--- src/source/tpu_params.svh ---
`ifndef TPU_PARAMS_SVH
`define TPU_PARAMS_SVH

// ====================
// Array shape and widths
// ====================
`define TPU_LANES     4           // MAC lanes in the row
`define TPU_ACT_BITS  8           // Signed activation
`define TPU_ACC_BITS  20          // Signed accumulator per lane
`define TPU_WGT_DEPTH 64
`define TPU_ACT_DEPTH 64
`define TPU_OUT_DEPTH 64          // One entry per output row
`define TPU_DATA_BITS 32          // CPU data bus
`define TPU_ADDR_BITS 12          // CPU byte address
`define TPU_VERSION   16'h0002    // ARRAY_INFO[31:16]

// ====================
// Register map
// ====================
`define TPU_REG_CTRL       8'h00
`define TPU_REG_STATUS     8'h04
`define TPU_REG_LAYER_CFG  8'h14
`define TPU_REG_ARRAY_INFO 8'h18
`define TPU_REG_PERF_BUSY  8'h1C
`define TPU_REG_PERF_SKIP  8'h20
`define TPU_REG_PERF_CTRL  8'h2C

// Buffer windows
`define TPU_WIN_WGT 12'h100       // Weight words, index at addr[7:2]
`define TPU_WIN_ACT 12'h200       // Activations, index at addr[7:2]
`define TPU_WIN_OUT 12'h400       // Results, row addr[9:4], lane addr[3:2]

`endif

--- src/source/tpu_pkg.sv ---
`default_nettype none

`include "tpu_params.svh"

package tpu_pkg;

  // Ternary weight code
  typedef logic [1:0] trit_t;

  localparam trit_t trit_pos = 2'b01;   // +1
  localparam trit_t trit_neg = 2'b11;   // -1
  // 00 is zero, 10 reserved and read as zero

  // One trit per lane
  typedef trit_t [`TPU_LANES-1:0] wgt_word_t;

  typedef logic signed [`TPU_ACT_BITS-1:0] act_t;
  typedef logic signed [`TPU_ACC_BITS-1:0] acc_t;

  // Row of lane accumulators, lane 0 in the low bits
  typedef acc_t [`TPU_LANES-1:0] acc_vec_t;

  // Shared index for all three buffers
  typedef logic [$clog2(`TPU_WGT_DEPTH)-1:0] buf_idx_t;

  // Layer rows and K
  typedef logic [15:0] dim_t;

  // Zero trits seen in one cycle, 0..lanes
  typedef logic [$clog2(`TPU_LANES+1)-1:0] skip_cnt_t;

endpackage

`default_nettype wire

--- src/source/tpu_buffer.sv ---
`default_nettype none

module tpu_buffer #(
  parameter type entry_t = logic [7:0],   // Payload of one entry
  parameter int  depth   = 64
) (
  input  logic              clk,
  // Write port
  input  logic              wr_en,
  input  tpu_pkg::buf_idx_t wr_idx,
  input  entry_t            wr_data,
  // Read port, one cycle latency
  input  logic              rd_en,
  input  tpu_pkg::buf_idx_t rd_idx,
  output entry_t            rd_data
);

  entry_t mem [depth];

  always_ff @(posedge clk) begin
    if (wr_en) begin
      mem[wr_idx] <= wr_data;
    end
    // Read data holds between reads
    if (rd_en) begin
      rd_data <= mem[rd_idx];
    end
  end

endmodule

`default_nettype wire

--- config.mk ---
export PLATFORM = sky130hd
export DESIGN_NAME = tpu_buffer
export DESIGN_NICKNAME = d
export VERILOG_FILES = /design/src/source/tpu_pkg.sv /design/src/source/tpu_buffer.sv
export VERILOG_INCLUDE_DIRS = /design/src /design/src/source
export SDC_FILE = /design/constraint.sdc
export NUM_CORES = 1
export LEC_CHECK = 0
export ABC_AREA = 1
export BUFFER_PORTS_ARGS = -buffer_cell sky130_fd_sc_hd__buf_2
export CORE_MARGIN = 3
export CORE_UTILIZATION = 25
export CTS_BUF_LIST = sky130_fd_sc_hd__clkbuf_4 sky130_fd_sc_hd__clkbuf_8 sky130_fd_sc_hd__clkbuf_16
export CTS_CLUSTER_DIAMETER = 50
export CTS_CLUSTER_SIZE = 24
export DETAILED_ROUTE_END_ITERATION = 8
export GPL_TIMING_DRIVEN = 0
export PLACE_DENSITY = 0.46
export SYNTH_ARGS = -nofsm -noshare
export SYNTH_HDL_FRONTEND = slang
export SYNTH_SLANG_ARGS = --single-unit
export TNS_END_PERCENT = 20
--- constraint.sdc ---
create_clock -name clk -period 5.5 [get_ports clk]
set_clock_uncertainty 0.15 [all_clocks]
set_input_delay 1.1 -clock clk [delete_from_list [all_inputs] [get_ports clk]]
set_output_delay 1.1 -clock clk [all_outputs]
set_load 0.02 [all_outputs]
After elaboration in Yosys (flattened, before gate mapping)
Memory sizes are Yosys's and may differ from the RTL's. A register that Yosys moved wholly into a read port is not among the register bits. Index checks and enable logic that the tools add are counted.

Flip-flop bits (word level): 0. Bits in writable memories: 512. Bits of input ports: 23. Output and inout port bits: 8. Logic and storage cells: 3. Memories kept: 1.

Memories: mem (depth 64, width 8, read ports 1, clocked after memory_dff 1, wr ports 1, line tpu_buffer.sv:18) `entry_t mem [depth];`.

Multiplexer cells: 2.

Operators with widths (count): 1-bit two-way mux (2).

Depth between registers and ports, before layout
Word-level depth: 2. Depth in mapped cells: 12. Gate-level depth less buffers: 9.

Worst setup path after synthesis
Ideal clock, no wire load.

Path kind: input -> register. Start point: in wr_en. End point: mem mem[48][0] (netlist name), enable pin. Data arrival time: 2471 ps. Setup slack: 2484 ps. Cell stages on the path: 3. Path buffers: 1. Path through: clkbuf_1 nand4_1 nor4_1.

Word-level cells in the longest chain between the ends: 2.

Ends and longest elaborated chain: from (decl) (line tpu_buffer.sv:9) `input logic wr_en,`; 1-bit two-way mux (line tpu_buffer.sv:21) `if (wr_en) begin`; 1-bit two-way mux (implied by the code) (line tpu_buffer.sv:22) `mem[wr_idx] <= wr_data;`; to (decl) (line tpu_buffer.sv:18).

No other way between the ends.

Worst setup path after layout
Start point: in wr_idx[2]. End point: mem mem[27][3] (netlist name), enable pin.

RTL lines: from (decl) (line tpu_buffer.sv:10) `input tpu_pkg::buf_idx_t wr_idx,`.

No word-level cell before the write port.

==> results.toml <==
[clock_tree]
clockBufferDepth = 3
cts_sinks = 520
ctsResizeCount = 0
clk_latency_ns = 0.62
clock-root-buffer = "clkbuf_16"
cts_buffers = 54
hold_buffers = 0
cts_max_level = 2
clk_pin_slew_ns = 0.07
cts_setup_buffers = 0
tritoncts = "yes"

[critical_path]
worstSetupPathType = "in2reg"
crit_path_end_kind = "flop"
worstPathRequired_ns = 5.56
cp.arrival_ns = 3.51
critPathMaxFanout = 9
startpoint_type = "input port"

[yosys]
avgSynthCellArea_um2 = 11.9
synth.net_count = 1828
synthAdderAreaFrac_pct = 0
ys_seq_area_share_pct = 72.9
synth_xor_area_share_pct = 0
synth-simple-area-share_pct = 23.1
ys_async_sr_fraction_pct = 0
yosys.area.top_type = "edfxtp_1"
synth_area_mm2 = 0.0214
ys.flop_type = "edfxtp_1"
synth_cell_types = 15
synth_top_family_by_area = "simple AND/OR/NAND/NOR gates"
synth_top_area_share_pct = 72.9
ys_seq_elements = 520
synth_compound_area_share_pct = 0
synth_edf_count = 520
yosysWarnings = 0
yosysMostFrequentCell = "nand2_1"
synthTopCellsByCount = "nand2_1 (648), edfxtp_1 (520), nand3_1 (439)"
synthMuxAreaShare_pct = 0
synth_cells = 1805
synth.area.top_cells = "edfxtp_1 (73%), nand2_1 (11%), nand3_1 (10%)"

[flow_run]
cap_violations = 0

[worst_hold_path]
hp-class = "in2reg"

[sta]
final.min_clock_period_ns = 3.45
finalHoldViolCount = 0
fin_crit_sh_pct = 62.7
timing.slew.headroom_pct = 12.2
fmax_mhz = 290
timing.setup.tns_ns = 0
rsz0062_at_grt = "false"
tightest_slew_ns = 1.32
setup_viol = 0
finalMaxSlewViolations = 0

[grt]
grt_max_degree = 65
grt_pass1_vias = 13900
grt_pass1_wl_um = 99000
antenna_found_initial = 8
grt.overflow.total = 0
track_usage_pct = 15.2

[finish]
instances_no_fill = 3071
drive_gt1_share_pct = 11.6
finalNetCount = 1914
area_delta_synth_final_pct = 17.0

[detailed_routing]
wl_um = 69100
first_pass_iters = 6
wire_per_inst_um = 22.5
initialDrtViolationCount = 1611
drcViolationCount = 0
ant_nets = 0
via_count = 14400
routed_via_density = 4.67

[floorplanning]
core_area_mm2 = 0.0842
io_pins = 31
fp.dieH_um = 299
die-area_mm2 = 0.0892
start_util_pct = 25.4
fp-row-count = 106
fp.dieW_um = 299

[pwr]
power.share.switching_pct = 23.9
p_per_area_mw_per_mm2 = 361
power_frac_comb_pct = 6.8
p_leak_uw = 0.00883
switching_power_uw = 2170
internal_power_uw = 6890
seq_power_share_pct = 48.6
power.clock.fraction_pct = 44.6
ir_drop_mv = 0.212

[placement]
dp_cells = 2969
portBuffers = 22
hpwl_um = 46500
gp_congestion = 0.924

[status]
status = "finished, final reports clean"
per-stage QoR:
stage	util (%)	hold slack (ns)	setup WS (ns)	total power [µW]	cell area [µm²]
after floorplan	-	0.647	2.48	4800	21400
after global placement	27.2	0.746	1.53	5100	22900
after detailed placement	27.4	0.752	1.54	5100	23100
after CTS	29.7	0.700	2.22	9130	25000
after global routing	29.7	0.724	2.02	9330	25000
final	29.7	0.732	2.05	9060	25100
state kept, by name, summed over array words and instances, names as in the netlist:
signal and flops:
rd_data 8, mem 512
routing by layer:
metal  GRT usage (%)  wire length, µm  up-vias
li1                -                -     6544
met1            21.8            31300     7180
met2            23.1            30300      494
met3            3.11             5330      125
met4            4.88             2150        8
met5               0               54        -
worst max-delay path: stages:
cell and delay (ns):
clkbuf_1 0.23, inv_1 0.32, nand4_1 0.71, nor2_1 1.13
cell usage in the layout (no fill, tap or decap), drive strengths merged:
cell / count
nand2: 648
edfxtp: 520
nand3: 439
buf: 128
clkbuf: 70
nor2: 56
inv: 24
clkinv: 19
bufinv: 10
nand4: 9
nor4: 8
clkinvlp: 4
diode: 2
logic make-up (layout without fill, tap and decap cells):
family,Yosys count,count (layout)
flip-flops,520,520
buffers and inverters,125,255
AND/OR/NAND/NOR,1160,1160
other,0,2
layout make-up:
type | count | area, µm²
well taps | 1134 | 1420
repair buffers | 30 | 188
inverters | 12 | 50.0
clock buffers | 55 | 1380
flip-flops and latches | 520 | 15600
fillers | 8538 | 59200
clock inverters | 45 | 596
plain buffers | 113 | 808
multi-input cells | 1160 | 5000
diodes | 2 | 5.00
power groups by stage:
stage          clock network [µW]  logic, µW  registers (µW)
2_1_floorplan                   0        308            4490
3_3_place_gp                    0        607            4490
3_5_place_dp                    0        614            4490
4_1_cts                      4120        615            4400
5_1_grt                      4260        665            4400
6_report                     4040        615            4400
worst paths after layout:
check                           startpoint          to  slack (ns)  cells after the start
worst max register to register  mem[37][1]  rd_data[1]        3.67                      8
worst min-delay path                 rd_en  rd_data[0]        0.73                      1
worst min register to register  mem[40][5]  rd_data[5]        0.77                      8
worst max-delay path             wr_idx[2]  mem[27][3]        2.05                      4
Power figures use the tool's default switching activity.
