`config.mk`:
```
export PLATFORM = sky130hd
export DESIGN_NAME = ternary_mac_row
export DESIGN_NICKNAME = d
export VERILOG_FILES = /design/src/source/tpu_pkg.sv /design/src/source/ternary_mac_row.sv
export VERILOG_INCLUDE_DIRS = /design/src /design/src/source
export SDC_FILE = /design/constraint.sdc
export NUM_CORES = 1
export LEC_CHECK = 0
export BUFFER_PORTS_ARGS = -buffer_cell sky130_fd_sc_hd__buf_4
export CAP_MARGIN = 40
export CORE_MARGIN = 2
export CORE_UTILIZATION = 45
export DETAILED_ROUTE_END_ITERATION = 6
export HOLD_SLACK_MARGIN = 0.03
export PLACE_DENSITY = 0.75
export SETUP_SLACK_MARGIN = 0.02
export SYNTH_ARGS = -nofsm -noshare
export SYNTH_HDL_FRONTEND = slang
export SYNTH_SLANG_ARGS = --single-unit
```
`constraint.sdc`:
```
create_clock -name clk -period 3.8 [get_ports clk]
set_clock_uncertainty 0.2 [all_clocks]
set_input_delay 0.57 -clock clk [delete_from_list [all_inputs] [get_ports clk]]
set_output_delay 0.57 -clock clk [all_outputs]
set_load 0.02 [all_outputs]
```
`src/source/tpu_params.svh`:
```
`ifndef TPU_PARAMS_SVH
`define TPU_PARAMS_SVH

// ====================
// Array shape and widths
// ====================
`define TPU_LANES     4           // MAC lanes in the row
`define TPU_ACT_BITS  8           // Signed activation
`define TPU_ACC_BITS  20          // Signed accumulator per lane
`define TPU_WGT_DEPTH 64
`define TPU_ACT_DEPTH 64
`define TPU_OUT_DEPTH 64          // One entry per output row
`define TPU_DATA_BITS 32          // CPU data bus
`define TPU_ADDR_BITS 12          // CPU byte address
`define TPU_VERSION   16'h0002    // ARRAY_INFO[31:16]

// ====================
// Register map
// ====================
`define TPU_REG_CTRL       8'h00
`define TPU_REG_STATUS     8'h04
`define TPU_REG_LAYER_CFG  8'h14
`define TPU_REG_ARRAY_INFO 8'h18
`define TPU_REG_PERF_BUSY  8'h1C
`define TPU_REG_PERF_SKIP  8'h20
`define TPU_REG_PERF_CTRL  8'h2C

// Buffer windows
`define TPU_WIN_WGT 12'h100       // Weight words, index at addr[7:2]
`define TPU_WIN_ACT 12'h200       // Activations, index at addr[7:2]
`define TPU_WIN_OUT 12'h400       // Results, row addr[9:4], lane addr[3:2]

`endif

```
`src/source/tpu_pkg.sv`:
```
`default_nettype none

`include "tpu_params.svh"

package tpu_pkg;

  // Ternary weight code
  typedef logic [1:0] trit_t;

  localparam trit_t trit_pos = 2'b01;   // +1
  localparam trit_t trit_neg = 2'b11;   // -1
  // 00 is zero, 10 reserved and read as zero

  // One trit per lane
  typedef trit_t [`TPU_LANES-1:0] wgt_word_t;

  typedef logic signed [`TPU_ACT_BITS-1:0] act_t;
  typedef logic signed [`TPU_ACC_BITS-1:0] acc_t;

  // Row of lane accumulators, lane 0 in the low bits
  typedef acc_t [`TPU_LANES-1:0] acc_vec_t;

  // Shared index for all three buffers
  typedef logic [$clog2(`TPU_WGT_DEPTH)-1:0] buf_idx_t;

  // Layer rows and K
  typedef logic [15:0] dim_t;

  // Zero trits seen in one cycle, 0..lanes
  typedef logic [$clog2(`TPU_LANES+1)-1:0] skip_cnt_t;

endpackage

`default_nettype wire

```
`src/source/ternary_mac_row.sv`:
```
`default_nettype none

module ternary_mac_row (
  input  logic               clk,
  input  logic               rst_n,
  input  logic               acc_en,      // Accumulate this cycle
  input  logic               acc_load,    // First k of a row, start from zero
  input  tpu_pkg::wgt_word_t weights,     // Trit per lane
  input  tpu_pkg::act_t      act,         // Broadcast to all lanes
  output tpu_pkg::acc_vec_t  sums,
  output tpu_pkg::skip_cnt_t skip_count   // Zero trits this cycle
);
  import tpu_pkg::*;

  localparam int lanes = $bits(acc_vec_t) / $bits(acc_t);

  acc_t     act_ext;
  acc_t     base;
  acc_vec_t next_sums;

  assign act_ext = acc_t'(act);   // Sign-extend to accumulator width

  // ====================
  // Lane update
  // ====================
  always_comb begin
    next_sums  = sums;
    skip_count = '0;
    for (int i = 0; i < lanes; i++) begin
      base = acc_load ? '0 : sums[i];
      case (weights[i])
        trit_pos: next_sums[i] = base + act_ext;
        trit_neg: next_sums[i] = base - act_ext;
        default: begin
          // Zero or reserved code, lane does no work
          next_sums[i] = base;
          if (acc_en) begin
            skip_count = skip_count + 1'b1;
          end
        end
      endcase
    end
  end

  always_ff @(posedge clk) begin
    if (acc_en) begin
      sums <= next_sums;
    end
  end

  // Sequencer only asserts load inside a MAC-stage slot
  a_load_in_slot: assert property (
    @(posedge clk) disable iff (!rst_n) acc_load |-> acc_en
  ) else $error("acc_load without acc_en");

endmodule

`default_nettype wire

```
# [Word-level counts from Yosys, hierarchy flattened]
# Index checks and enable logic that the tools add are counted.
[word_totals] in_bits=20 elab_cells=43 reg_bits=80 output_inout_bits=83
[classes] add_sub_neg=11 n_reduce_logical=4 mux=16 n_eq_ne=8
[ops] operator="$pmux 20 s2" count=4
[ops] operator="$add 20x8->20" count=4
[ops] operator="$mux 20" count=4
[ops] operator="$sub 20x8->20" count=4
[ops] operator="$mux 3" count=6
[ops] operator="$add 3x1->3 const B" count=3
[ops] operator="$eq 2x1->1 const B" count=4
[ops] operator="$eq 2x2->1 const B" count=4
[ops] operator="$reduce_or 2->1" count=4
[ops] operator="$mux 1" count=2

# [Longest topological paths before layout]
[logic_depth] word_depth=12 ltp_mapped=17

# [Worst setup path after synthesis]
# Ideal clock, no wire load.
[synth_timing] path_kind="input port to flip-flop" start="input port act[1]" end="register sums[78] (netlist bit) (data pin)" path_buffers=1 required_time_ns=3.340 t_arrival_ns=3.612 setup_time_ns=0.260 cell_stages=17 path_slack_ns=-0.272 path_cell_list="inv_1 ha_1 nand2_1 nor3_1 nand3_1 ha_1 nand2_1 o21ai_0 ha_1 buf_2 nand4_1 nor3b_1 a211oi_2 a2111oi_1 a211oi_2 xnor2_1 mux2_2"
[synth_rtl] item="from (decl)" line_no="ternary_mac_row.sv:9" rtl="input tpu_pkg::act_t act,"
[synth_rtl] item="to (signal assigned)" line_no="ternary_mac_row.sv:47" rtl="sums <= next_sums;"
[synth_rtl] item="to (decl)" line_no="ternary_mac_row.sv:10" rtl="output tpu_pkg::acc_vec_t sums,"

==> impl_metrics.json <==
{
  "avgSynthCellArea_sq_um": 8.93,
  "diodes": 0,
  "synth_cell_types": 76,
  "cts_max_path_buffers": 2,
  "dp_slack_ps": -208,
  "ant_nets": 0,
  "rsz0062_at_grt": "true",
  "top_register": "sums",
  "clk_pin_slew_ps": 60,
  "critical_path.top_delay_family": "compound AO/OA/AOI/OAI gates",
  "whs_ps": 308,
  "finalHoldViolations": 0,
  "htreeDepth": 3,
  "antenna_found_initial": 0,
  "power_density_nw_per_um2": 400,
  "synth_nets": 1078,
  "wl_mm": 23.9,
  "period_share": 0.953,
  "yosys.area.top_type": "edfxtp_1",
  "dp.final_hpwl_mm": 18.2,
  "cts_resized": 0,
  "io_pins": 103,
  "grt_pass1_vias": 7657,
  "dp_cells": 1413,
  "cpPeakStageDelay_ps": 380,
  "cp_slowest_cell": "ha_1",
  "die_x_um": 143,
  "postCtsHoldBufs": 0,
  "rows": 50,
  "startpoint_type": "primary input",
  "grt_first_pass_wirelength_mm": 38.5,
  "dieArea_sq_um": 20400,
  "insertion_delay_ps": 350,
  "hold_path.class": "in2reg",
  "worstSetupPathType": "in2reg",
  "syn_to_final_growth_pct": 24.6,
  "required_ps": 3700,
  "end_kind": "register",
  "synth_area_leaders": "edfxtp_1, ha_1, mux2_2, a21oi_1, nor2b_1",
  "yosysWarnings": 0,
  "yosys.cell_count.top_type": "a21oi_1",
  "tightest_slew_ps": 660,
  "firstDrtPassIters": 5,
  "fin_crit_ps": 3620,
  "tritoncts": "built",
  "finalSetupViolCount": 0,
  "port_buffers": 101,
  "slew_headroom": 0.560,
  "drc_errors": 0,
  "dr_total_vias": 8004,
  "synth_edf_count": 80,
  "slew_violations": 0,
  "track_usage": 0.237,
  "ys_seq_elements": 80,
  "synth_area_sq_um": 8690,
  "timing.final.ws_setup_ps": 179,
  "status": "finished, final reports clean",
  "synthArstFlopShare": 0,
  "cp_cell_sequence": "buf_4 -> buf_4 -> nor4_4 -> nand2_1 -> ha_1 -> buf_4 -> nand2_1 -> o21ai_0 -> ha_1 -> nand2_1 -> o21ai_0 -> buf_4 -> o21ai_1 -> o21ai_1 -> xor2_1 -> mux2_2",
  "top_regs": "sums: 80 flops",
  "cts.sinks": 80,
  "post_drt_via_cell_ratio": 5.61,
  "synth_top_area_frac": 0.276,
  "routedWlPerCell_um": 16.7,
  "core_sq_um": 18800,
  "grt.overflow.total": 0,
  "max_freq_ghz": 0.276,
  "die_h_um": 143,
  "post_cts_buffers": 0,
  "start_util": 0.462,
  "routabilityCongestion": 0.949,
  "leakage_uw": 0.00483,
  "critical_path.max_fanout": 5,
  "drive_gt1_frac": 0.281,
  "numCtsBuffers": 9,
  "path_buf_inv": 4,
  "synth_seq_area_share": 0.276,
  "cts_root_buffer": "clkbuf_16",
  "ir_drop_mv": 0.258,
  "fin_cells": 1428,
  "synth_flop_cell": "edfxtp_1",
  "nNetsFinal": 1269,
  "grt_max_degree": 62,
  "drtIter0Drc": 520,
  "synth_cells": 973,
  "synthTopCellsByCount": "a21oi_1, ha_1, edfxtp_1, nor2b_1, nand2_1",
  "maxCapViolations": 0,
  "largest_reg_flops": 80,
  "critPathArrivalTime_ps": 3520,
  "crit_top_cell": "buf_4"
}
[logic make-up after synthesis]
logic type / count (synthesis) / share of synthesized area
adder cells (fa/ha/maj): 85 / 0.126
multiplexers: 65 / 0.0834
buffers and inverters: 80 / 0.0389
AO/OA/AOI/OAI: 285 / 0.212
flip-flops: 80 / 0.276
XOR/XNOR: 83 / 0.0836
AND/OR/NAND/NOR: 295 / 0.180
[power by group]
part | switching [uW] | internal [uW]
sequential | 77.0 | 1170
clock | 378 | 441
combinational | 1180 | 1080
total | 1630 | 2700
[worst reg2reg max path, delay by kind of cell, from the launching register on]
kind	cells	cell delay, ps
and+or+nand+nor	1	120
adders and majority gates	2	610
buffers and inverters	1	50
AOI/OAI and AO/OA	5	1100
DFF	1	430
xor gates and xnor gates	1	170
muxes	1	270
[final cells by class]
type,count,area (sq um)
clock inverters,1,5.00
inverters,32,120
fillers,1710,8000
well taps,260,325
multi-input cells,813,6010
repair buffers,228,1720
clock buffers,14,244
flip-flops and latches,80,2400
[per-stage QoR]
step / TNS (ps) / area (sq um) / total power (uW) / util
2_1_floorplan: 0 / 8740 / 2750 / -
3_5_place_dp: -2850 / 10600 / 3500 / 0.561
4_1_cts: 0 / 10800 / 4330 / 0.574
3_3_place_gp: -1700 / 10600 / 3450 / 0.561
6_report: 0 / 10800 / 4330 / 0.575
5_1_grt: -5.33 / 10800 / 4610 / 0.575
[placed cells by master, fill, tap and decap left out, types with 9 or more instances in the layout]
cell       count
inv_1         30
nand2_1       71
nor2_1        46
xnor2_1       52
nor3_1        13
a21o_1        30
mux2_2        55
nand4_1       12
xor2_1        31
edfxtp_1      80
buf_4        227
o21ai_0       48
o21a_1        14
nand3_1       16
nor2b_1       80
a21oi_1      111
ha_1          80
clkbuf_16      9
mux2i_1        9
[metal layers]
| metal | GRT usage | share of wire | vias up |
|---|---|---|---|
| li1 | - | - | 3987 |
| met1 | 0.327 | 0.47 | 3770 |
| met2 | 0.379 | 0.46 | 214 |
| met3 | 0.0362 | 0.051 | 33 |
| met4 | 0.0823 | 0.023 | 0 |
| met5 | 0 | 0 | - |
[path summary, 6_finish.rpt]
kind | startpoint | end | cells past startpoint | slack [ps]
max | act[1] | sums[55] | 16 | 180
min | acc_en | sums[41] | 1 | 310
max reg2reg | sums[40] | sums[58] | 11 | 590
min reg2reg | sums[25] | sums[25] | 2 | 500
No activity file was read; power rests on OpenSTA's default activity.
