## config.mk

```make
export PLATFORM = sky130hd
export DESIGN_NAME = layer_sequencer
export DESIGN_NICKNAME = d
export VERILOG_FILES = /design/src/source/tpu_pkg.sv /design/src/source/layer_sequencer.sv
export VERILOG_INCLUDE_DIRS = /design/src /design/src/source
export SDC_FILE = /design/constraint.sdc
export NUM_CORES = 1
export LEC_CHECK = 0
export ABC_AREA = 0
export BUFFER_PORTS_ARGS = -buffer_cell sky130_fd_sc_hd__buf_4
export CAP_MARGIN = 10
export CORE_AREA = 2 2 134 136
export CTS_CLUSTER_DIAMETER = 30
export DETAILED_ROUTE_END_ITERATION = 10
export DIE_AREA = 0 0 136 138
export PLACE_DENSITY = 0.51
export SLEW_MARGIN = 20
export SYNTH_ARGS = -nofsm -noshare
export SYNTH_HDL_FRONTEND = slang
export SYNTH_SLANG_ARGS = --single-unit
```

## constraint.sdc

```tcl
create_clock -name clk -period 3.7 [get_ports clk]
set_input_delay 0.555 -clock clk [delete_from_list [all_inputs] [get_ports clk]]
set_output_delay 0.555 -clock clk [all_outputs]
set_load 0.01 [all_outputs]
```

## src/source/tpu_params.svh

```systemverilog
`ifndef TPU_PARAMS_SVH
`define TPU_PARAMS_SVH

// ====================
// Array shape and widths
// ====================
`define TPU_LANES     4           // MAC lanes in the row
`define TPU_ACT_BITS  8           // Signed activation
`define TPU_ACC_BITS  20          // Signed accumulator per lane
`define TPU_WGT_DEPTH 64
`define TPU_ACT_DEPTH 64
`define TPU_OUT_DEPTH 64          // One entry per output row
`define TPU_DATA_BITS 32          // CPU data bus
`define TPU_ADDR_BITS 12          // CPU byte address
`define TPU_VERSION   16'h0002    // ARRAY_INFO[31:16]

// ====================
// Register map
// ====================
`define TPU_REG_CTRL       8'h00
`define TPU_REG_STATUS     8'h04
`define TPU_REG_LAYER_CFG  8'h14
`define TPU_REG_ARRAY_INFO 8'h18
`define TPU_REG_PERF_BUSY  8'h1C
`define TPU_REG_PERF_SKIP  8'h20
`define TPU_REG_PERF_CTRL  8'h2C

// Buffer windows
`define TPU_WIN_WGT 12'h100       // Weight words, index at addr[7:2]
`define TPU_WIN_ACT 12'h200       // Activations, index at addr[7:2]
`define TPU_WIN_OUT 12'h400       // Results, row addr[9:4], lane addr[3:2]

`endif

```

## src/source/tpu_pkg.sv

```systemverilog
`default_nettype none

`include "tpu_params.svh"

package tpu_pkg;

  // Ternary weight code
  typedef logic [1:0] trit_t;

  localparam trit_t trit_pos = 2'b01;   // +1
  localparam trit_t trit_neg = 2'b11;   // -1
  // 00 is zero, 10 reserved and read as zero

  // One trit per lane
  typedef trit_t [`TPU_LANES-1:0] wgt_word_t;

  typedef logic signed [`TPU_ACT_BITS-1:0] act_t;
  typedef logic signed [`TPU_ACC_BITS-1:0] acc_t;

  // Row of lane accumulators, lane 0 in the low bits
  typedef acc_t [`TPU_LANES-1:0] acc_vec_t;

  // Shared index for all three buffers
  typedef logic [$clog2(`TPU_WGT_DEPTH)-1:0] buf_idx_t;

  // Layer rows and K
  typedef logic [15:0] dim_t;

  // Zero trits seen in one cycle, 0..lanes
  typedef logic [$clog2(`TPU_LANES+1)-1:0] skip_cnt_t;

endpackage

`default_nettype wire

```

## src/source/layer_sequencer.sv

```systemverilog
`default_nettype none

module layer_sequencer (
  input  logic              clk,
  input  logic              rst_n,
  input  logic              start,        // One-cycle launch pulse
  input  tpu_pkg::dim_t     rows,
  input  tpu_pkg::dim_t     k,
  output logic              busy,
  output logic              done,         // Held until next start
  // Issue stage reads
  output logic              wgt_rd_en,
  output tpu_pkg::buf_idx_t wgt_rd_idx,
  output logic              act_rd_en,
  output tpu_pkg::buf_idx_t act_rd_idx,
  // MAC stage
  output logic              acc_en,
  output logic              acc_load,
  // Write stage
  output logic              out_wr_en,
  output tpu_pkg::buf_idx_t out_wr_idx
);
  import tpu_pkg::*;

  typedef enum logic [1:0] {
    st_idle,
    st_run,     // One issue per cycle
    st_drain    // Two cycles to flush MAC and write stages
  } state_t;

  state_t   state;
  dim_t     rows_q;
  dim_t     k_q;
  dim_t     row_cnt;
  dim_t     k_cnt;
  buf_idx_t act_ptr;      // Running r*K+k
  logic     drain_cnt;

  logic     iss_valid;
  logic     iss_first;
  logic     iss_last;

  logic     s1_valid;
  logic     s1_first;
  logic     s1_last;
  buf_idx_t s1_row;
  logic     s2_valid;
  buf_idx_t s2_row;

  // ====================
  // Issue stage
  // ====================
  assign iss_valid = (state == st_run);
  assign iss_first = (k_cnt == '0);
  assign iss_last  = (k_cnt == k_q - 16'd1);

  assign wgt_rd_en  = iss_valid;
  assign wgt_rd_idx = buf_idx_t'(k_cnt);
  assign act_rd_en  = iss_valid;
  assign act_rd_idx = act_ptr;

  always_ff @(posedge clk or negedge rst_n) begin
    if (!rst_n) begin
      state     <= st_idle;
      busy      <= 1'b0;
      done      <= 1'b0;
      rows_q    <= '0;
      k_q       <= '0;
      row_cnt   <= '0;
      k_cnt     <= '0;
      act_ptr   <= '0;
      drain_cnt <= 1'b0;
    end else begin
      case (state)
        st_idle: begin
          if (start) begin
            rows_q    <= rows;    // Shape frozen for the run
            k_q       <= k;
            row_cnt   <= '0;
            k_cnt     <= '0;
            act_ptr   <= '0;
            drain_cnt <= 1'b0;
            busy      <= 1'b1;
            done      <= 1'b0;
            // Empty layer goes straight to the drain
            state     <= (rows == '0 || k == '0) ? st_drain : st_run;
          end
        end
        st_run: begin
          act_ptr <= act_ptr + 1'b1;
          if (iss_last) begin
            k_cnt   <= '0;
            row_cnt <= row_cnt + 16'd1;
            if (row_cnt == rows_q - 16'd1) begin
              state <= st_drain;
            end
          end else begin
            k_cnt <= k_cnt + 16'd1;
          end
        end
        st_drain: begin
          drain_cnt <= 1'b1;
          if (drain_cnt) begin
            state <= st_idle;
            busy  <= 1'b0;   // Falls with done rising
            done  <= 1'b1;
          end
        end
        default: state <= st_idle;
      endcase
    end
  end

  // ====================
  // MAC and write stages
  // ====================
  always_ff @(posedge clk or negedge rst_n) begin
    if (!rst_n) begin
      s1_valid <= 1'b0;
      s2_valid <= 1'b0;
    end else begin
      s1_valid <= iss_valid;
      s2_valid <= s1_valid & s1_last;   // Row complete after last accumulate
    end
  end

  always_ff @(posedge clk) begin
    s1_first <= iss_first;
    s1_last  <= iss_last;
    s1_row   <= buf_idx_t'(row_cnt);
    s2_row   <= s1_row;
  end

  assign acc_en     = s1_valid;
  assign acc_load   = s1_valid & s1_first;
  assign out_wr_en  = s2_valid;
  assign out_wr_idx = s2_row;

  // Register block only pulses start between runs
  a_no_restart: assert property (
    @(posedge clk) disable iff (!rst_n) start |-> !busy
  ) else $error("start while busy");

endmodule

`default_nettype wire

```

Word-level counts from Yosys, hierarchy flattened
Cells that the tools add are included.

operators by class
  shift operators = 0
  mux-type cells = 20
  multiply operators = 0
  div/mod/pow operators = 0
  $lt $le $gt $ge = 0
  bitwise logic cells = 2
  $add $sub $neg = 5
  eq/ne operators = 8
  reduce and logical (&&, ||, !) cells = 13

operator list
  operator                 count
  $pmux W16 S2             2
  $logic_not A16 Y1        3
  $mux W16                 3
  $add A16 B1 Y16 const B  2
  $eq A16 B16 Y1           2
  $sub A16 B1 Y16 const B  2
  $pmux W6 S2              1
  $mux W2                  5
  $add A6 B1 Y6 const B    1
  $mux W6                  1
  $pmux W1 S2              3
  $pmux W2 S3              1
  $reduce_and A2 Y1        3
  $reduce_and A3 Y1        2
  $mux W1                  4
  $ne A2 B1 Y1 const B     2
  $ne A2 B2 Y1 const B     2
  $reduce_and A4 Y1        1
  $reduce_bool A2 Y1       2
  $and A1 B1 Y1            2
  $eq A2 B1 Y1 const B     1
  $eq A2 B2 Y1 const B     1
  $logic_not A2 Y1         1
  $logic_or A1 B1 Y1       1

storage, ports and cells
  logic and storage cells = 63
  register bits = 91
  bits of input ports = 35
  bits in latches = 0
  memory bits (writable) = 0
  output and inout bits = 25
  memories kept = 0
  bits in read-only memories = 0

Logic depth before layout (Yosys ltp)
  depth after elaboration = 5
  gate-level depth with buffers = 11
  depth with buffers taken out = 9

Worst setup path before layout
No wires, ideal clock.

  path kind = register -> register
  start point = reg k_q[0]
  end point = reg state[0]
  setup time = 0.119 ns
  slack = 0.667 ns
  stages on the path, launching flop included = 11
  buffers on the path = 1
  required time = 3.581 ns
  arrival = 2.915 ns
  cells stage by stage = dfrtp_1 > buf_6 > inv_1 > ha_1 > nor4b_2 > and4_2 > or4_4 > or4b_4 > or4_4 > a21oi_2 > a21bo_1

on the way
  longest elaborated chain between the ends = 4

ends and longest elaborated chain
  what                                line                   RTL
  start, declared                     layer_sequencer.sv:33  dim_t k_q;
  start signal, assigned              layer_sequencer.sv:78  k_q <= k;
  $sub A16 B1 Y16                     layer_sequencer.sv:55  assign iss_last = (k_cnt == k_q - 16'd1);
  $eq A16 B16 Y1                      layer_sequencer.sv:55
  $ne A2 B1 Y1 (no source line)       -
  $reduce_and A4 Y1 (no source line)  -
  end signal, assigned                layer_sequencer.sv:64  state <= st_idle;
  end signal, assigned                layer_sequencer.sv:86  state <= (rows == '0 || k == '0) ? st_drain : st_run;
  end signal, assigned                layer_sequencer.sv:95  state <= st_drain;
  end, declared                       layer_sequencer.sv:31  state_t state;

Every way passes these cells.
A chain may end at the register's enable or synchronous reset.

Worst setup path in the final report
Same ends and word-level chain as after synthesis.

==> impl_metrics.json <==
{
  "rsz0062_at_grt": "false",
  "num_vias": 4163,
  "async_reset_ff_share_pct": 84.6,
  "path_clk_slew_ns": 0.06,
  "gp_congestion": 0.870,
  "syn_nets": 617,
  "r2r-start": "k_q[0]",
  "yosysWarnings": 0,
  "postCtsHoldBufs": 0,
  "routed_via_density": 4.89,
  "fmaxAchievable_ghz": 0.305,
  "synth-seq-cells": 91,
  "fp-row-count": 49,
  "synth.avg_cell_area_sq_um": 8.83,
  "post_cts_buffers": 0,
  "path_buf_inv": 1,
  "min_period_ns": 3.28,
  "grt_pass1_wl_mm": 21.1,
  "max-cap-violations": 0,
  "path_class": "reg -> reg",
  "whs_ns": 0.247,
  "synth_edf_count": 0,
  "yosysMostFrequentCell": "nand2_1",
  "ios": 60,
  "yosys-top-cells-count": "nand2_1, dfrtp_1, nor2_1",
  "wl_per_cell_um": 14.8,
  "fp.dieW_um": 136,
  "endpoint_kind": "register",
  "start_util_pct": 29.0,
  "syn_area_sq_um": 5090,
  "syn2layout_area_growth_pct": 18.5,
  "r2r_slack_ns": 0.42,
  "dieHeight_um": 138,
  "path_cells": "inv_1, ha_1, nor4b_2, and4_2, or4_4, or4b_4, or4_4, a21oi_2, a21bo_1",
  "worstPathRequired_ns": 3.93,
  "totalWireLength_mm": 12.6,
  "crit_top_cell": "or4_4",
  "n_antenna_cell": 0,
  "irDropWorstVdd_v": 0.000211,
  "synthCells": 576,
  "first_iter_violations": 227,
  "synth.top_cell.area_share_pct": 37.9,
  "overflow": 0,
  "cts_buffer_depth": 2,
  "ys_seq_area_share_pct": 43.4,
  "ys_types": 67,
  "clockRootBuffer": "clkbuf_16",
  "worst_ep_arrival_time_ns": 3.51,
  "cts-htree-levels": 3,
  "setup_viol": 0,
  "p_per_area_nw_per_um2": 495,
  "synth_top_area_cell": "dfrtp_1",
  "status": "completed",
  "grt_pass1_vias": 4134,
  "port-buffer-count": 59,
  "critPathMaxStageDelay_ns": 0.55,
  "switching_power_w": 0.000905,
  "clock_latency_ns": 0.35,
  "post_cts_resized": 0,
  "p_sw_share_pct": 30.3,
  "cts_sinks": 91,
  "startpoint": "k_q[0]",
  "core_area_sq_um": 17500,
  "synth_area_leaders": "dfrtp_1, nand2_1, dfxtp_1",
  "worst_path_dominant_cell_family": "simple AND/OR/NAND/NOR gates",
  "hpwlAfterDp_mm": 9.13,
  "drv_slew": 0,
  "numCtsBuffers": 9,
  "post-route-util_pct": 34.4,
  "hp-class": "in -> async",
  "tightest_slew_ns": 0.997,
  "cts_tree": "done",
  "hold_viol_final": 0,
  "reg2regPathDepth": 9,
  "critPathLaunchType": "register",
  "grtUsageTotal_pct": 13.9,
  "fin_skew_ns": 0.00955,
  "first_pass_iters": 4,
  "grt_max_degree": 78,
  "dieArea_sq_um": 18800,
  "tns_ns": 0,
  "seqPwrFrac_pct": 44.1,
  "synthFlopType": "dfrtp_1",
  "pwr-share-clk_pct": 33.9,
  "critPathMaxFanout": 9,
  "p_int_w": 0.00208,
  "num-nets-final": 659,
  "p_comb_share_pct": 22.0,
  "finalCritPeriodShare_pct": 88.7,
  "power_leakage_nw": 2.71,
  "max_slew_margin_pct": 33.5,
  "cp_slowest_cell": "or4b_4",
  "layout-drive-gt1-share_pct": 16.7,
  "drc": 0,
  "ant_nets": 0,
  "antenna_found_initial": 0,
  "worstReg2RegEnd": "state[0]"
}
## per-layer routing
| metal | vias up | wire, um | GRT usage, % |
|---|---|---|---|
| li1 | 2079 | - | - |
| met1 | 2009 | 5870 | 18.4 |
| met2 | 63 | 6120 | 23.1 |
| met3 | 12 | 410 | 2.93 |
| met4 | 0 | 172 | 3.84 |
| met5 | - | 0 | 0 |
## per-stage QoR
step	power (W)	setup WS, ns	cell area [sq um]	std cells
2_1_floorplan	0.00176	0.667	5090	576
4_1_cts	0.00303	0.424	6030	852
3_3_place_gp	0.00198	0.525	5700	836
5_1_grt	0.00316	0.197	6030	852
3_5_place_dp	0.00200	0.440	5700	836
6_report	0.00299	0.417	6030	852
## flip-flops by register name, indices dropped and copies added (netlist names), 2 cells and up
name	count
out_wr_idx	6
s1_row	6
act_rd_idx	6
k_cnt	16
k_q	16
row_cnt	16
rows_q	16
state	2
## cells by family after synthesis
logic type               after synthesis  share of synthesized area [%]
buffers and inverters                 48                           4.30
AND/OR/NAND/NOR                      292                           29.3
multiplexers                           9                           1.80
AO/OA/AOI/OAI                         74                           10.1
flip-flops                            91                           43.4
adder cells (fa/ha/maj)                6                           1.48
XOR/XNOR                              56                           9.64
## power by group through the flow
| stage | clock network (W) | registers, W | logic (W) |
|---|---|---|---|
| 3_3_place_gp | 0 | 0.00133 | 0.000645 |
| 3_5_place_dp | 0 | 0.00134 | 0.000659 |
| 5_1_grt | 0.00108 | 0.00134 | 0.000737 |
| 2_1_floorplan | 0 | 0.00127 | 0.000489 |
| 4_1_cts | 0.00104 | 0.00132 | 0.000664 |
| 6_report | 0.00101 | 0.00132 | 0.000657 |
## how the worst max path moves through the flow
| stage | endpoint | slack (ns) | cells after the start |
|---|---|---|---|
| finish | state[0] | 0.42 | 9 |
| global route | k_cnt[14] | 0.20 | 10 |
| CTS | state[0] | 0.42 | 9 |
| detailed placement | state[0] | 0.44 | 9 |
| global placement | state[0] | 0.52 | 9 |
| floorplan | state[0] | 0.67 | 10 |
## final cells by class
class                           instances  area, sq um
Inverter                               14         52.6
Multi-Input combinational cell        437         2660
Clock buffer                           12          256
Fill cell                            1853        11500
Clock inverter                          4         72.6
Sequential cell                        91         2210
Timing Repair Buffer                   65          492
Tap cell                              229          287
## placed cells by master, fill, tap and decap left out, types with 3 or more instances in the layout
| cell type | count |
|---|---|
| a21oi_1 | 16 |
| a31o_1 | 3 |
| a31oi_1 | 6 |
| a41o_1 | 5 |
| and2_1 | 7 |
| and3_1 | 9 |
| buf_4 | 64 |
| clkbuf_16 | 9 |
| dfrtp_1 | 77 |
| dfxtp_1 | 14 |
| ha_1 | 6 |
| inv_1 | 14 |
| mux2i_1 | 8 |
| nand2_1 | 124 |
| nand2b_1 | 10 |
| nand3_1 | 13 |
| nand3b_1 | 4 |
| nand4_1 | 16 |
| nor2_1 | 44 |
| nor3_1 | 12 |
| nor4_1 | 17 |
| nor4b_1 | 3 |
| o211ai_1 | 3 |
| o21ai_0 | 13 |
| o31ai_1 | 4 |
| or4_1 | 6 |
| or4_4 | 4 |
| xnor2_1 | 30 |
| xor2_1 | 26 |
No activity file was read; power rests on OpenSTA's default activity.
