<file path="src/source/tpu_params.svh">
`ifndef TPU_PARAMS_SVH
`define TPU_PARAMS_SVH

// ====================
// Array shape and widths
// ====================
`define TPU_LANES     4           // MAC lanes in the row
`define TPU_ACT_BITS  8           // Signed activation
`define TPU_ACC_BITS  20          // Signed accumulator per lane
`define TPU_WGT_DEPTH 64
`define TPU_ACT_DEPTH 64
`define TPU_OUT_DEPTH 64          // One entry per output row
`define TPU_DATA_BITS 32          // CPU data bus
`define TPU_ADDR_BITS 12          // CPU byte address
`define TPU_VERSION   16'h0002    // ARRAY_INFO[31:16]

// ====================
// Register map
// ====================
`define TPU_REG_CTRL       8'h00
`define TPU_REG_STATUS     8'h04
`define TPU_REG_LAYER_CFG  8'h14
`define TPU_REG_ARRAY_INFO 8'h18
`define TPU_REG_PERF_BUSY  8'h1C
`define TPU_REG_PERF_SKIP  8'h20
`define TPU_REG_PERF_CTRL  8'h2C

// Buffer windows
`define TPU_WIN_WGT 12'h100       // Weight words, index at addr[7:2]
`define TPU_WIN_ACT 12'h200       // Activations, index at addr[7:2]
`define TPU_WIN_OUT 12'h400       // Results, row addr[9:4], lane addr[3:2]

`endif

</file>
<file path="src/source/tpu_pkg.sv">
`default_nettype none

`include "tpu_params.svh"

package tpu_pkg;

  // Ternary weight code
  typedef logic [1:0] trit_t;

  localparam trit_t trit_pos = 2'b01;   // +1
  localparam trit_t trit_neg = 2'b11;   // -1
  // 00 is zero, 10 reserved and read as zero

  // One trit per lane
  typedef trit_t [`TPU_LANES-1:0] wgt_word_t;

  typedef logic signed [`TPU_ACT_BITS-1:0] act_t;
  typedef logic signed [`TPU_ACC_BITS-1:0] acc_t;

  // Row of lane accumulators, lane 0 in the low bits
  typedef acc_t [`TPU_LANES-1:0] acc_vec_t;

  // Shared index for all three buffers
  typedef logic [$clog2(`TPU_WGT_DEPTH)-1:0] buf_idx_t;

  // Layer rows and K
  typedef logic [15:0] dim_t;

  // Zero trits seen in one cycle, 0..lanes
  typedef logic [$clog2(`TPU_LANES+1)-1:0] skip_cnt_t;

endpackage

`default_nettype wire

</file>
<file path="src/source/tpu_regs.sv">
`default_nettype none

`include "tpu_params.svh"

module tpu_regs (
  input  logic                      clk,
  input  logic                      rst_n,
  // CPU bus
  input  logic                      cpu_sel,
  input  logic                      cpu_wen,
  input  logic                      cpu_ren,
  input  logic [`TPU_ADDR_BITS-1:0] cpu_addr,
  input  logic [`TPU_DATA_BITS-1:0] cpu_wdata,
  output logic [`TPU_DATA_BITS-1:0] cpu_rdata,
  output logic                      cpu_ready,
  // Core status
  input  logic                      busy,
  input  logic                      done,
  input  tpu_pkg::skip_cnt_t        skip_count,
  // Core control
  output logic                      start,
  output tpu_pkg::dim_t             rows,
  output tpu_pkg::dim_t             k,
  // Weight buffer write port
  output logic                      wgt_wr_en,
  output tpu_pkg::buf_idx_t         wgt_wr_idx,
  output tpu_pkg::wgt_word_t        wgt_wr_data,
  // Activation buffer write port
  output logic                      act_wr_en,
  output tpu_pkg::buf_idx_t         act_wr_idx,
  output tpu_pkg::act_t             act_wr_data,
  // Output buffer read port
  output logic                      out_rd_en,
  output tpu_pkg::buf_idx_t         out_rd_idx,
  input  tpu_pkg::acc_vec_t         out_rd_data,
  output logic                      irq
);
  import tpu_pkg::*;

  logic        wr_req;
  logic        rd_req;
  logic [7:0]  offset;
  logic        in_regs;
  logic        in_wgt;
  logic        in_act;
  logic        in_out;

  logic        ctrl_go;         // CTRL[0]
  logic        ctrl_go_d;
  logic        ctrl_irq_en;     // CTRL[8]
  logic        skip_clr;
  logic [31:0] layer_cfg;
  logic [15:0] skip_total;
  logic        perf_en;
  logic        perf_clr;
  logic [31:0] perf_busy;
  logic [31:0] perf_skip;
  logic        done_d;

  logic [`TPU_DATA_BITS-1:0] reg_rdata;
  logic [`TPU_DATA_BITS-1:0] rdata_q;
  logic        out_pend_q;      // Read data comes from output buffer
  logic [1:0]  out_lane_q;
  acc_t        out_lane_val;

  // ====================
  // Address decode
  // ====================
  assign wr_req  = cpu_sel & cpu_wen;
  assign rd_req  = cpu_sel & cpu_ren;
  assign offset  = cpu_addr[7:0];
  assign in_regs = (cpu_addr[11:8] == 4'h0);
  assign in_wgt  = (cpu_addr[11:8] == 4'(`TPU_WIN_WGT >> 8));
  assign in_act  = (cpu_addr[11:8] == 4'(`TPU_WIN_ACT >> 8));
  assign in_out  = (cpu_addr[11:10] == 2'(`TPU_WIN_OUT >> 10));

  // Buffer windows, loads locked out during a run
  assign wgt_wr_en   = wr_req & in_wgt & ~busy;
  assign wgt_wr_idx  = cpu_addr[7:2];
  assign wgt_wr_data = cpu_wdata[$bits(wgt_word_t)-1:0];   // Low byte only
  assign act_wr_en   = wr_req & in_act & ~busy;
  assign act_wr_idx  = cpu_addr[7:2];
  assign act_wr_data = cpu_wdata[`TPU_ACT_BITS-1:0];
  assign out_rd_en   = rd_req & in_out;
  assign out_rd_idx  = cpu_addr[9:4];

  // ====================
  // Control registers
  // ====================
  assign skip_clr = wr_req & in_regs & (offset == `TPU_REG_CTRL) & cpu_wdata[1];
  assign perf_clr = wr_req & in_regs & (offset == `TPU_REG_PERF_CTRL) & cpu_wdata[1];
  assign start    = ctrl_go & ~ctrl_go_d;   // Rising edge of CTRL[0]
  assign rows     = layer_cfg[15:0];
  assign k        = layer_cfg[31:16];

  always_ff @(posedge clk or negedge rst_n) begin
    if (!rst_n) begin
      ctrl_go     <= 1'b0;
      ctrl_go_d   <= 1'b0;
      ctrl_irq_en <= 1'b0;
      layer_cfg   <= '0;
      perf_en     <= 1'b1;   // Counters run out of reset
    end else begin
      ctrl_go_d <= ctrl_go;
      if (ctrl_go && busy) begin
        ctrl_go <= 1'b0;   // Self-clear once the core has it
      end
      if (wr_req && in_regs) begin
        case (offset)
          `TPU_REG_CTRL: begin
            ctrl_go     <= cpu_wdata[0];
            ctrl_irq_en <= cpu_wdata[8];
          end
          `TPU_REG_LAYER_CFG: layer_cfg <= cpu_wdata;
          `TPU_REG_PERF_CTRL: perf_en   <= cpu_wdata[0];
          default: ;
        endcase
      end
    end
  end

  // ====================
  // Counters and irq
  // ====================
  always_ff @(posedge clk or negedge rst_n) begin
    if (!rst_n) begin
      skip_total <= '0;
      perf_busy  <= '0;
      perf_skip  <= '0;
      done_d     <= 1'b0;
      irq        <= 1'b0;
    end else begin
      if (skip_clr) begin
        skip_total <= '0;
      end else begin
        skip_total <= skip_total + 16'(skip_count);   // Zero outside MAC slots
      end

      if (perf_clr) begin
        perf_busy <= '0;
        perf_skip <= '0;
      end else if (perf_en) begin
        if (start || busy) begin
          perf_busy <= perf_busy + 32'd1;   // Launch cycle through drain
        end
        perf_skip <= perf_skip + 32'(skip_count);
      end

      done_d <= done;
      if (ctrl_irq_en && done && !done_d) begin
        irq <= 1'b1;
      end else if (wr_req && in_regs && offset == `TPU_REG_STATUS) begin
        irq <= 1'b0;   // Any STATUS write acks
      end
    end
  end

  // ====================
  // Read path
  // ====================
  always_comb begin
    reg_rdata = '0;   // Unmapped reads
    if (in_regs) begin
      case (offset)
        `TPU_REG_CTRL:       reg_rdata = {23'b0, ctrl_irq_en, 7'b0, ctrl_go};
        `TPU_REG_STATUS:     reg_rdata = {skip_total, 7'b0, done, 6'b0, busy, 1'b0};
        `TPU_REG_LAYER_CFG:  reg_rdata = layer_cfg;
        `TPU_REG_ARRAY_INFO: reg_rdata = {`TPU_VERSION, 8'(`TPU_LANES), 8'(`TPU_ACC_BITS)};
        `TPU_REG_PERF_BUSY:  reg_rdata = perf_busy;
        `TPU_REG_PERF_SKIP:  reg_rdata = perf_skip;
        `TPU_REG_PERF_CTRL:  reg_rdata = {31'b0, perf_en};
        default:             reg_rdata = '0;
      endcase
    end
  end

  always_ff @(posedge clk or negedge rst_n) begin
    if (!rst_n) begin
      cpu_ready  <= 1'b0;
      out_pend_q <= 1'b0;
    end else begin
      cpu_ready  <= wr_req | rd_req;   // Fixed one-cycle response
      out_pend_q <= out_rd_en;
    end
  end

  always_ff @(posedge clk) begin
    if (rd_req) begin
      rdata_q    <= reg_rdata;
      out_lane_q <= cpu_addr[3:2];
    end
  end

  // Output buffer data lands with cpu_ready
  assign out_lane_val = out_rd_data[out_lane_q];
  assign cpu_rdata    = out_pend_q ?
                        {{(`TPU_DATA_BITS-`TPU_ACC_BITS){out_lane_val[`TPU_ACC_BITS-1]}},
                         out_lane_val} :
                        rdata_q;

  // Master issues a read or a write, never both
  a_one_cmd: assert property (
    @(posedge clk) disable iff (!rst_n) cpu_sel |-> !(cpu_wen && cpu_ren)
  ) else $error("cpu_wen and cpu_ren together");

endmodule

`default_nettype wire

</file>
<file path="config.mk">
export PLATFORM = sky130hd
export DESIGN_NAME = tpu_regs
export DESIGN_NICKNAME = d
export VERILOG_FILES = /design/src/source/tpu_pkg.sv /design/src/source/tpu_regs.sv
export VERILOG_INCLUDE_DIRS = /design/src /design/src/source
export SDC_FILE = /design/constraint.sdc
export NUM_CORES = 1
export LEC_CHECK = 0
export ABC_AREA = 0
export BUFFER_PORTS_ARGS = -buffer_cell sky130_fd_sc_hd__buf_2
export CORE_MARGIN = 2
export CORE_UTILIZATION = 54
export DETAILED_ROUTE_END_ITERATION = 10
export PLACE_DENSITY = 0.82
export SLEW_MARGIN = 20
export SYNTH_ARGS = -nofsm -noshare
export SYNTH_HDL_FRONTEND = slang
export SYNTH_SLANG_ARGS = --single-unit
</file>
<file path="constraint.sdc">
create_clock -name clk -period 3.23 [get_ports clk]
set_clock_uncertainty 0.1 [all_clocks]
set_input_delay 0.1615 -clock clk [delete_from_list [all_inputs] [get_ports clk]]
set_output_delay 0.1615 -clock clk [all_outputs]
set_load 0.03 [all_outputs]
</file>
# Word-level counts from Yosys, hierarchy flattened
# Index checks and enable logic that the tools add are counted.
# W data, S select, Z words.
[totals]
register_bits = 154
latch_bits = 0
ramBits = 0
romBits = 0
inputBits = 134
out_inout_bits = 104
word_cells = 74
mem_count = 0
[classes]
addsub = 3
multipliers = 0
div_mod_pow = 0
n_lt_le_gt_ge = 1
eq_ne = 9
shift = 0
muxes = 15
n_bitwise = 16
n_reduce_logical = 16
[op_table]
columns = ["cell", "count"]
rows = [
  ["$pmux W32 S7", 1],
  ["$mux W32", 6],
  ["$bmux W20 S2", 1],
  ["$add A32 B1 Y32 const B", 1],
  ["$add A32 B3 Y32", 1],
  ["$eq A8 B5 Y1 const B", 3],
  ["$mux W20", 1],
  ["$add A16 B3 Y16", 1],
  ["$eq A8 B6 Y1 const B", 2],
  ["$mux W16", 1],
  ["$and A1 B1 Y1", 13],
  ["$eq A8 B3 Y1 const B", 1],
  ["$logic_not A8 Y1", 1],
  ["$reduce_and A2 Y1", 4],
  ["$reduce_bool A2 Y1", 3],
  ["$logic_and A1 B1 Y1", 5],
  ["$mux W1", 5],
  ["$eq A4 B1 Y1 const B", 1],
  ["$eq A4 B2 Y1 const B", 1],
  ["$logic_not A4 Y1", 1],
  ["$lt A2 B3 Y1 const B", 1],
  ["$eq A2 B1 Y1 const B", 1],
  ["$not A1 Y1", 2],
  ["$logic_not A1 Y1", 1],
  ["other kinds (2)", 2],
]

# Logic depth before layout (Yosys ltp)
[logic_depth]
depth_word = 6
depth_mapped = 8
ltp_nobuf = 8

# Least setup slack after synthesis
# No wires, ideal clock.
[synth_timing]
path_kind = "register to output"
from = "register out_lane_q[0]"
to = "output port cpu_rdata[10]"
t_arrival_ns = 2.120
required_ns = 2.968
path_slack_ns = 0.848
stages_incl_launch_ff = 5
path_buffers = 2
path_cell_list = "edfxtp_1 > buf_1 > buf_2 > mux4_2 > mux2_2"
[synth_between]
elab_chain_len = 3
[synth_rtl]
columns = ["item", "line_no", "source"]
rows = [
  ["start: declaration", "tpu_regs.sv:63", "logic [1:0] out_lane_q;"],
  ["start signal: assignment", "tpu_regs.sv:190", "out_lane_q <= cpu_addr[3:2];"],
  ["$bmux W20 S2", "tpu_regs.sv:195", "assign out_lane_val = out_rd_data[out_lane_q];"],
  ["$mux W20 (not written as such)", "tpu_regs.sv:195", ""],
  ["$mux W32", "tpu_regs.sv:196", "assign cpu_rdata = out_pend_q ?"],
  ["end: declaration", "tpu_regs.sv:14", "output logic [`TPU_DATA_BITS-1:0] cpu_rdata,"],
]
# Every way passes these cells. The select of a mux whose other input is x is not followed.

# Worst setup path in the final report
[layout_timing]
from = "input port cpu_addr[10]"
to = "register perf_busy[28]"
[layout_between]
elab_chain_len = 6
word_cells_on_any_way = 8
classes_between = "1 x mux; 3 x bitwise; 4 x reduce/logical"
[layout_rtl]
columns = ["item", "line_no", "source"]
rows = [
  ["start: declaration", "tpu_regs.sv:12", "input logic [`TPU_ADDR_BITS-1:0] cpu_addr,"],
  ["$logic_not A4 Y1 (*)", "tpu_regs.sv:72", "assign in_regs = (cpu_addr[11:8] == 4'h0);"],
  ["$and A1 B1 Y1 (*) (3 in series)", "tpu_regs.sv:91", "assign perf_clr = wr_req & in_regs & (offset == `TPU_REG_PERF_CTRL) & cpu_wdata[1];"],
  ["$reduce_bool A2 Y1 (no line)", "-", ""],
  ["$reduce_and A2 Y1 (no line)", "-", ""],
  ["end signal: assignment", "tpu_regs.sv:144", "perf_busy <= perf_busy + 32'd1;"],
  ["end: declaration", "tpu_regs.sv:56", "logic [31:0] perf_busy;"],
]
# Mark *: on every way between the ends. The rest lies on a longest branch, timed or not.
# A chain may end at the register's enable or synchronous reset.

==> out/results.tsv <==
metric	value	unit
status	complete, no violations	
Comb power frac	0.138	
Switch Pwr	1.33	mW
# rows	46	
share of cells above drive strength 1	0.354	
Post-Synthesis Cell Area	8830	um2
most common cell after layout, fill and taps aside	buf_2	
IO Port Bufs	237	
Crit Path Class	input port to flop	
fin nets	1237	
CORE AREA	15900	um2
H-Tree Depth	4	
Post-synth EDFFs	34	
Switching Fraction	0.270	
grt total ovfl	0	
synth warn	0	
Fill cells	1159	
RR Startpoint	perf_busy[0]	
Worst-path clk slew	0.06	ns
critical path peak fanout	9	
root buffer cell	clkbuf_16	
I/O Pins	238	
hold crit path type	input port to flop	
number of post-CTS setup repair buffers	0	
worst vdd ir	299	uV
fin crit period	2.81	ns
Fmax	0.356	GHz
CTS tree	done	
All-Layer GR Usage	0.292	
die area	17400	um2
most frequent cells in the layout	236 x buf_2, 119 x dfrtp_1, 102 x nor2_1, 71 x mux2_2, 53 x nand2_1	
Worst Setup SP	cpu_addr[10]	
synthesized instance count	854	
period utilisation layout	0.870	
largest cells by area after synthesis	dfrtp_1 34%, edfxtp_1 12%, mux2_2 9.1%	
1st-pass router iterations	5	
detailed-route via count	7746	
Starting Density	0.554	
first-pass GRT wire length	40.0	mm
Worst setup SP type	input port	
Clock Sinks	154	
Leak	4.97	nW
WP data required	3.48	ns
CP Capture Type	flop	
Syn Nets	997	
Starting DRT DRC Count	662	
Worst Path Arrival	3.06	ns
syn_area_per_cell	10.3	um2
Synth top area share	0.337	
initial antenna violation count	1	
total power per unit cell area	444	nW/um2
Post-DP HPWL	17.6	mm
Max Slew Vio Count	0	
cell accounting for the most synthesized area	dfrtp_1	
hold_ws	0.0648	ns
clk_lat worst skew	0.44	ns
RSZ-0062 raised after global routing	false	
distinct cell type count after synthesis	56	
Routed wire per std cell	18.9	um
Max-cap violations	0	
internal power	3.60	mW
Die Y	132	um
Fin. Hold Viols	0	
Setup-failing EPs final	0	
sequential element share of the synthesized area	0.456	
Clk pwr share	0.427	
synth-to-layout area growth	25.4	%
cts bufs inserted	17	
Worst slew margin	0.300	
DRT Wirelength	25.0	mm
largest net degree at the start of global routing	52	
Slew @ Worst Pin	1.05	ns
Routability Congestion	0.924	
DRC	0	
CTS Buffer Depth	2	
Flop pwr share	0.435	
Total Neg Setup Slack	0	ns
final core utilization	0.695	
Seq cells post-synth	154	
Die X	132	um
ANT nets after route	0	
min-delay src	skip_count[0]	
R2R setup slack	0.54	ns
vias in the first global route	7592	
vias per cell	5.85	
Top FF cell, synth	dfrtp_1	
Post-synth ARST share	0.779	
## state kept, by name, indices dropped and copies added, names as in the netlist
name	flops
layer_cfg	32
perf_busy	32
out_pend_q	1
skip_total	16
done_d	1
ctrl_irq_en	1
cpu_ready	1
perf_en	1
rdata_q	32
perf_skip	32
out_lane_q	2
ctrl_go_d	1
irq	1
ctrl_go	1
## metal layers
layer  vias to the layer above  routed length (um)  part of all wire  track usage
met1                      3693               10000              0.40        0.378
met3                        56                2110             0.084       0.0657
li1                       3564                   -                 -            -
met2                       433               12300              0.49        0.486
met4                         0                 645             0.026        0.104
met5                         -                   0                 0            0
## logic make-up (layout without fill, tap and decap cells)
logic type | count (synthesis) | in the layout | share of synthesized area
other cells | 0 | 1 | 0
compound gates | 137 | 137 | 0.0975
mux | 95 | 95 | 0.146
buf+inv | 104 | 357 | 0.0591
fa+ha+maj | 9 | 9 | 0.0145
xor+xnor | 56 | 56 | 0.0555
simple gates | 299 | 299 | 0.171
flops | 154 | 154 | 0.456
## per-stage QoR
step                      total power [mW]  instance area [um2]  std cells  setup slack, ns
after CTS                             4.93                11100       1323            0.482
after global placement                2.79                10100       1253            0.592
after global routing                  5.10                11100       1324            0.390
after floorplan                       2.58                 8830        854            0.848
after detailed placement              2.81                10100       1253            0.511
final                                 4.92                11100       1324            0.420
## Yosys cell counts, drive strengths merged, types with 3 or more instances
cell type and count:
dfrtp 119, nor2 102, mux2 71, nand2 53, a21oi 45, buf 41
clkbuf 38, edfxtp 34, o21ai 31, a22oi 29, xor2 29, xnor2 27
inv 25, nand4 23, mux4 20, nand3 20, nor3 16, or3 15
nor4 13, or4 11, and4 9, nor2b 9, and2 8, and3 7
ha 7, o2111ai 7, mux2i 4, nor3b 4, o211ai 4, a21o 3
## worst paths after layout
path / endpoint / depth (start not counted)
setup / recovery: perf_busy[28] / 7
hold reg to reg: irq / 1
min in group asynchronous: layer_cfg[27] / 2
max in group asynchronous: perf_en / 3
setup reg to reg: perf_busy[28] / 6
hold / removal: skip_total[0] / 3
## power groups by stage
stage                     Sequential (mW)  Clock [mW]  Combinational (mW)
after floorplan                      2.16           0               0.425
after global placement               2.17           0               0.613
after detailed placement             2.17           0               0.635
after CTS                            2.14        2.11               0.675
after global routing                 2.15        2.22               0.735
final                                2.14        2.10               0.677
## critical path: stages
cell	delay [ns]
dlygate4sd3_1	0.54
buf_2	0.14
or4_4	0.52
or4_1	0.65
a211o_1	0.45
or4_1	0.43
a21oi_1	0.17
## area by class of cell
cell class	instances	area, um2	share of cell area
Clock buffer	18	429	0.0387
Antenna cell	1	2.50	0.000226
Inverter	25	93.8	0.00847
Tap cell	216	270	0.0244
Clock inverter	14	185	0.0167
Timing Repair Buffer	300	1770	0.160
Sequential cell	154	4030	0.363
Multi-Input combinational cell	596	4300	0.388
## timing repair
item	4_1_cts	5_1_grt
setup endpoints to repair	0	0
resized for setup	0	0
hold buffers	38	0
endpoints found under the hold margin	88	0
(Power assumes the default switching activity.)
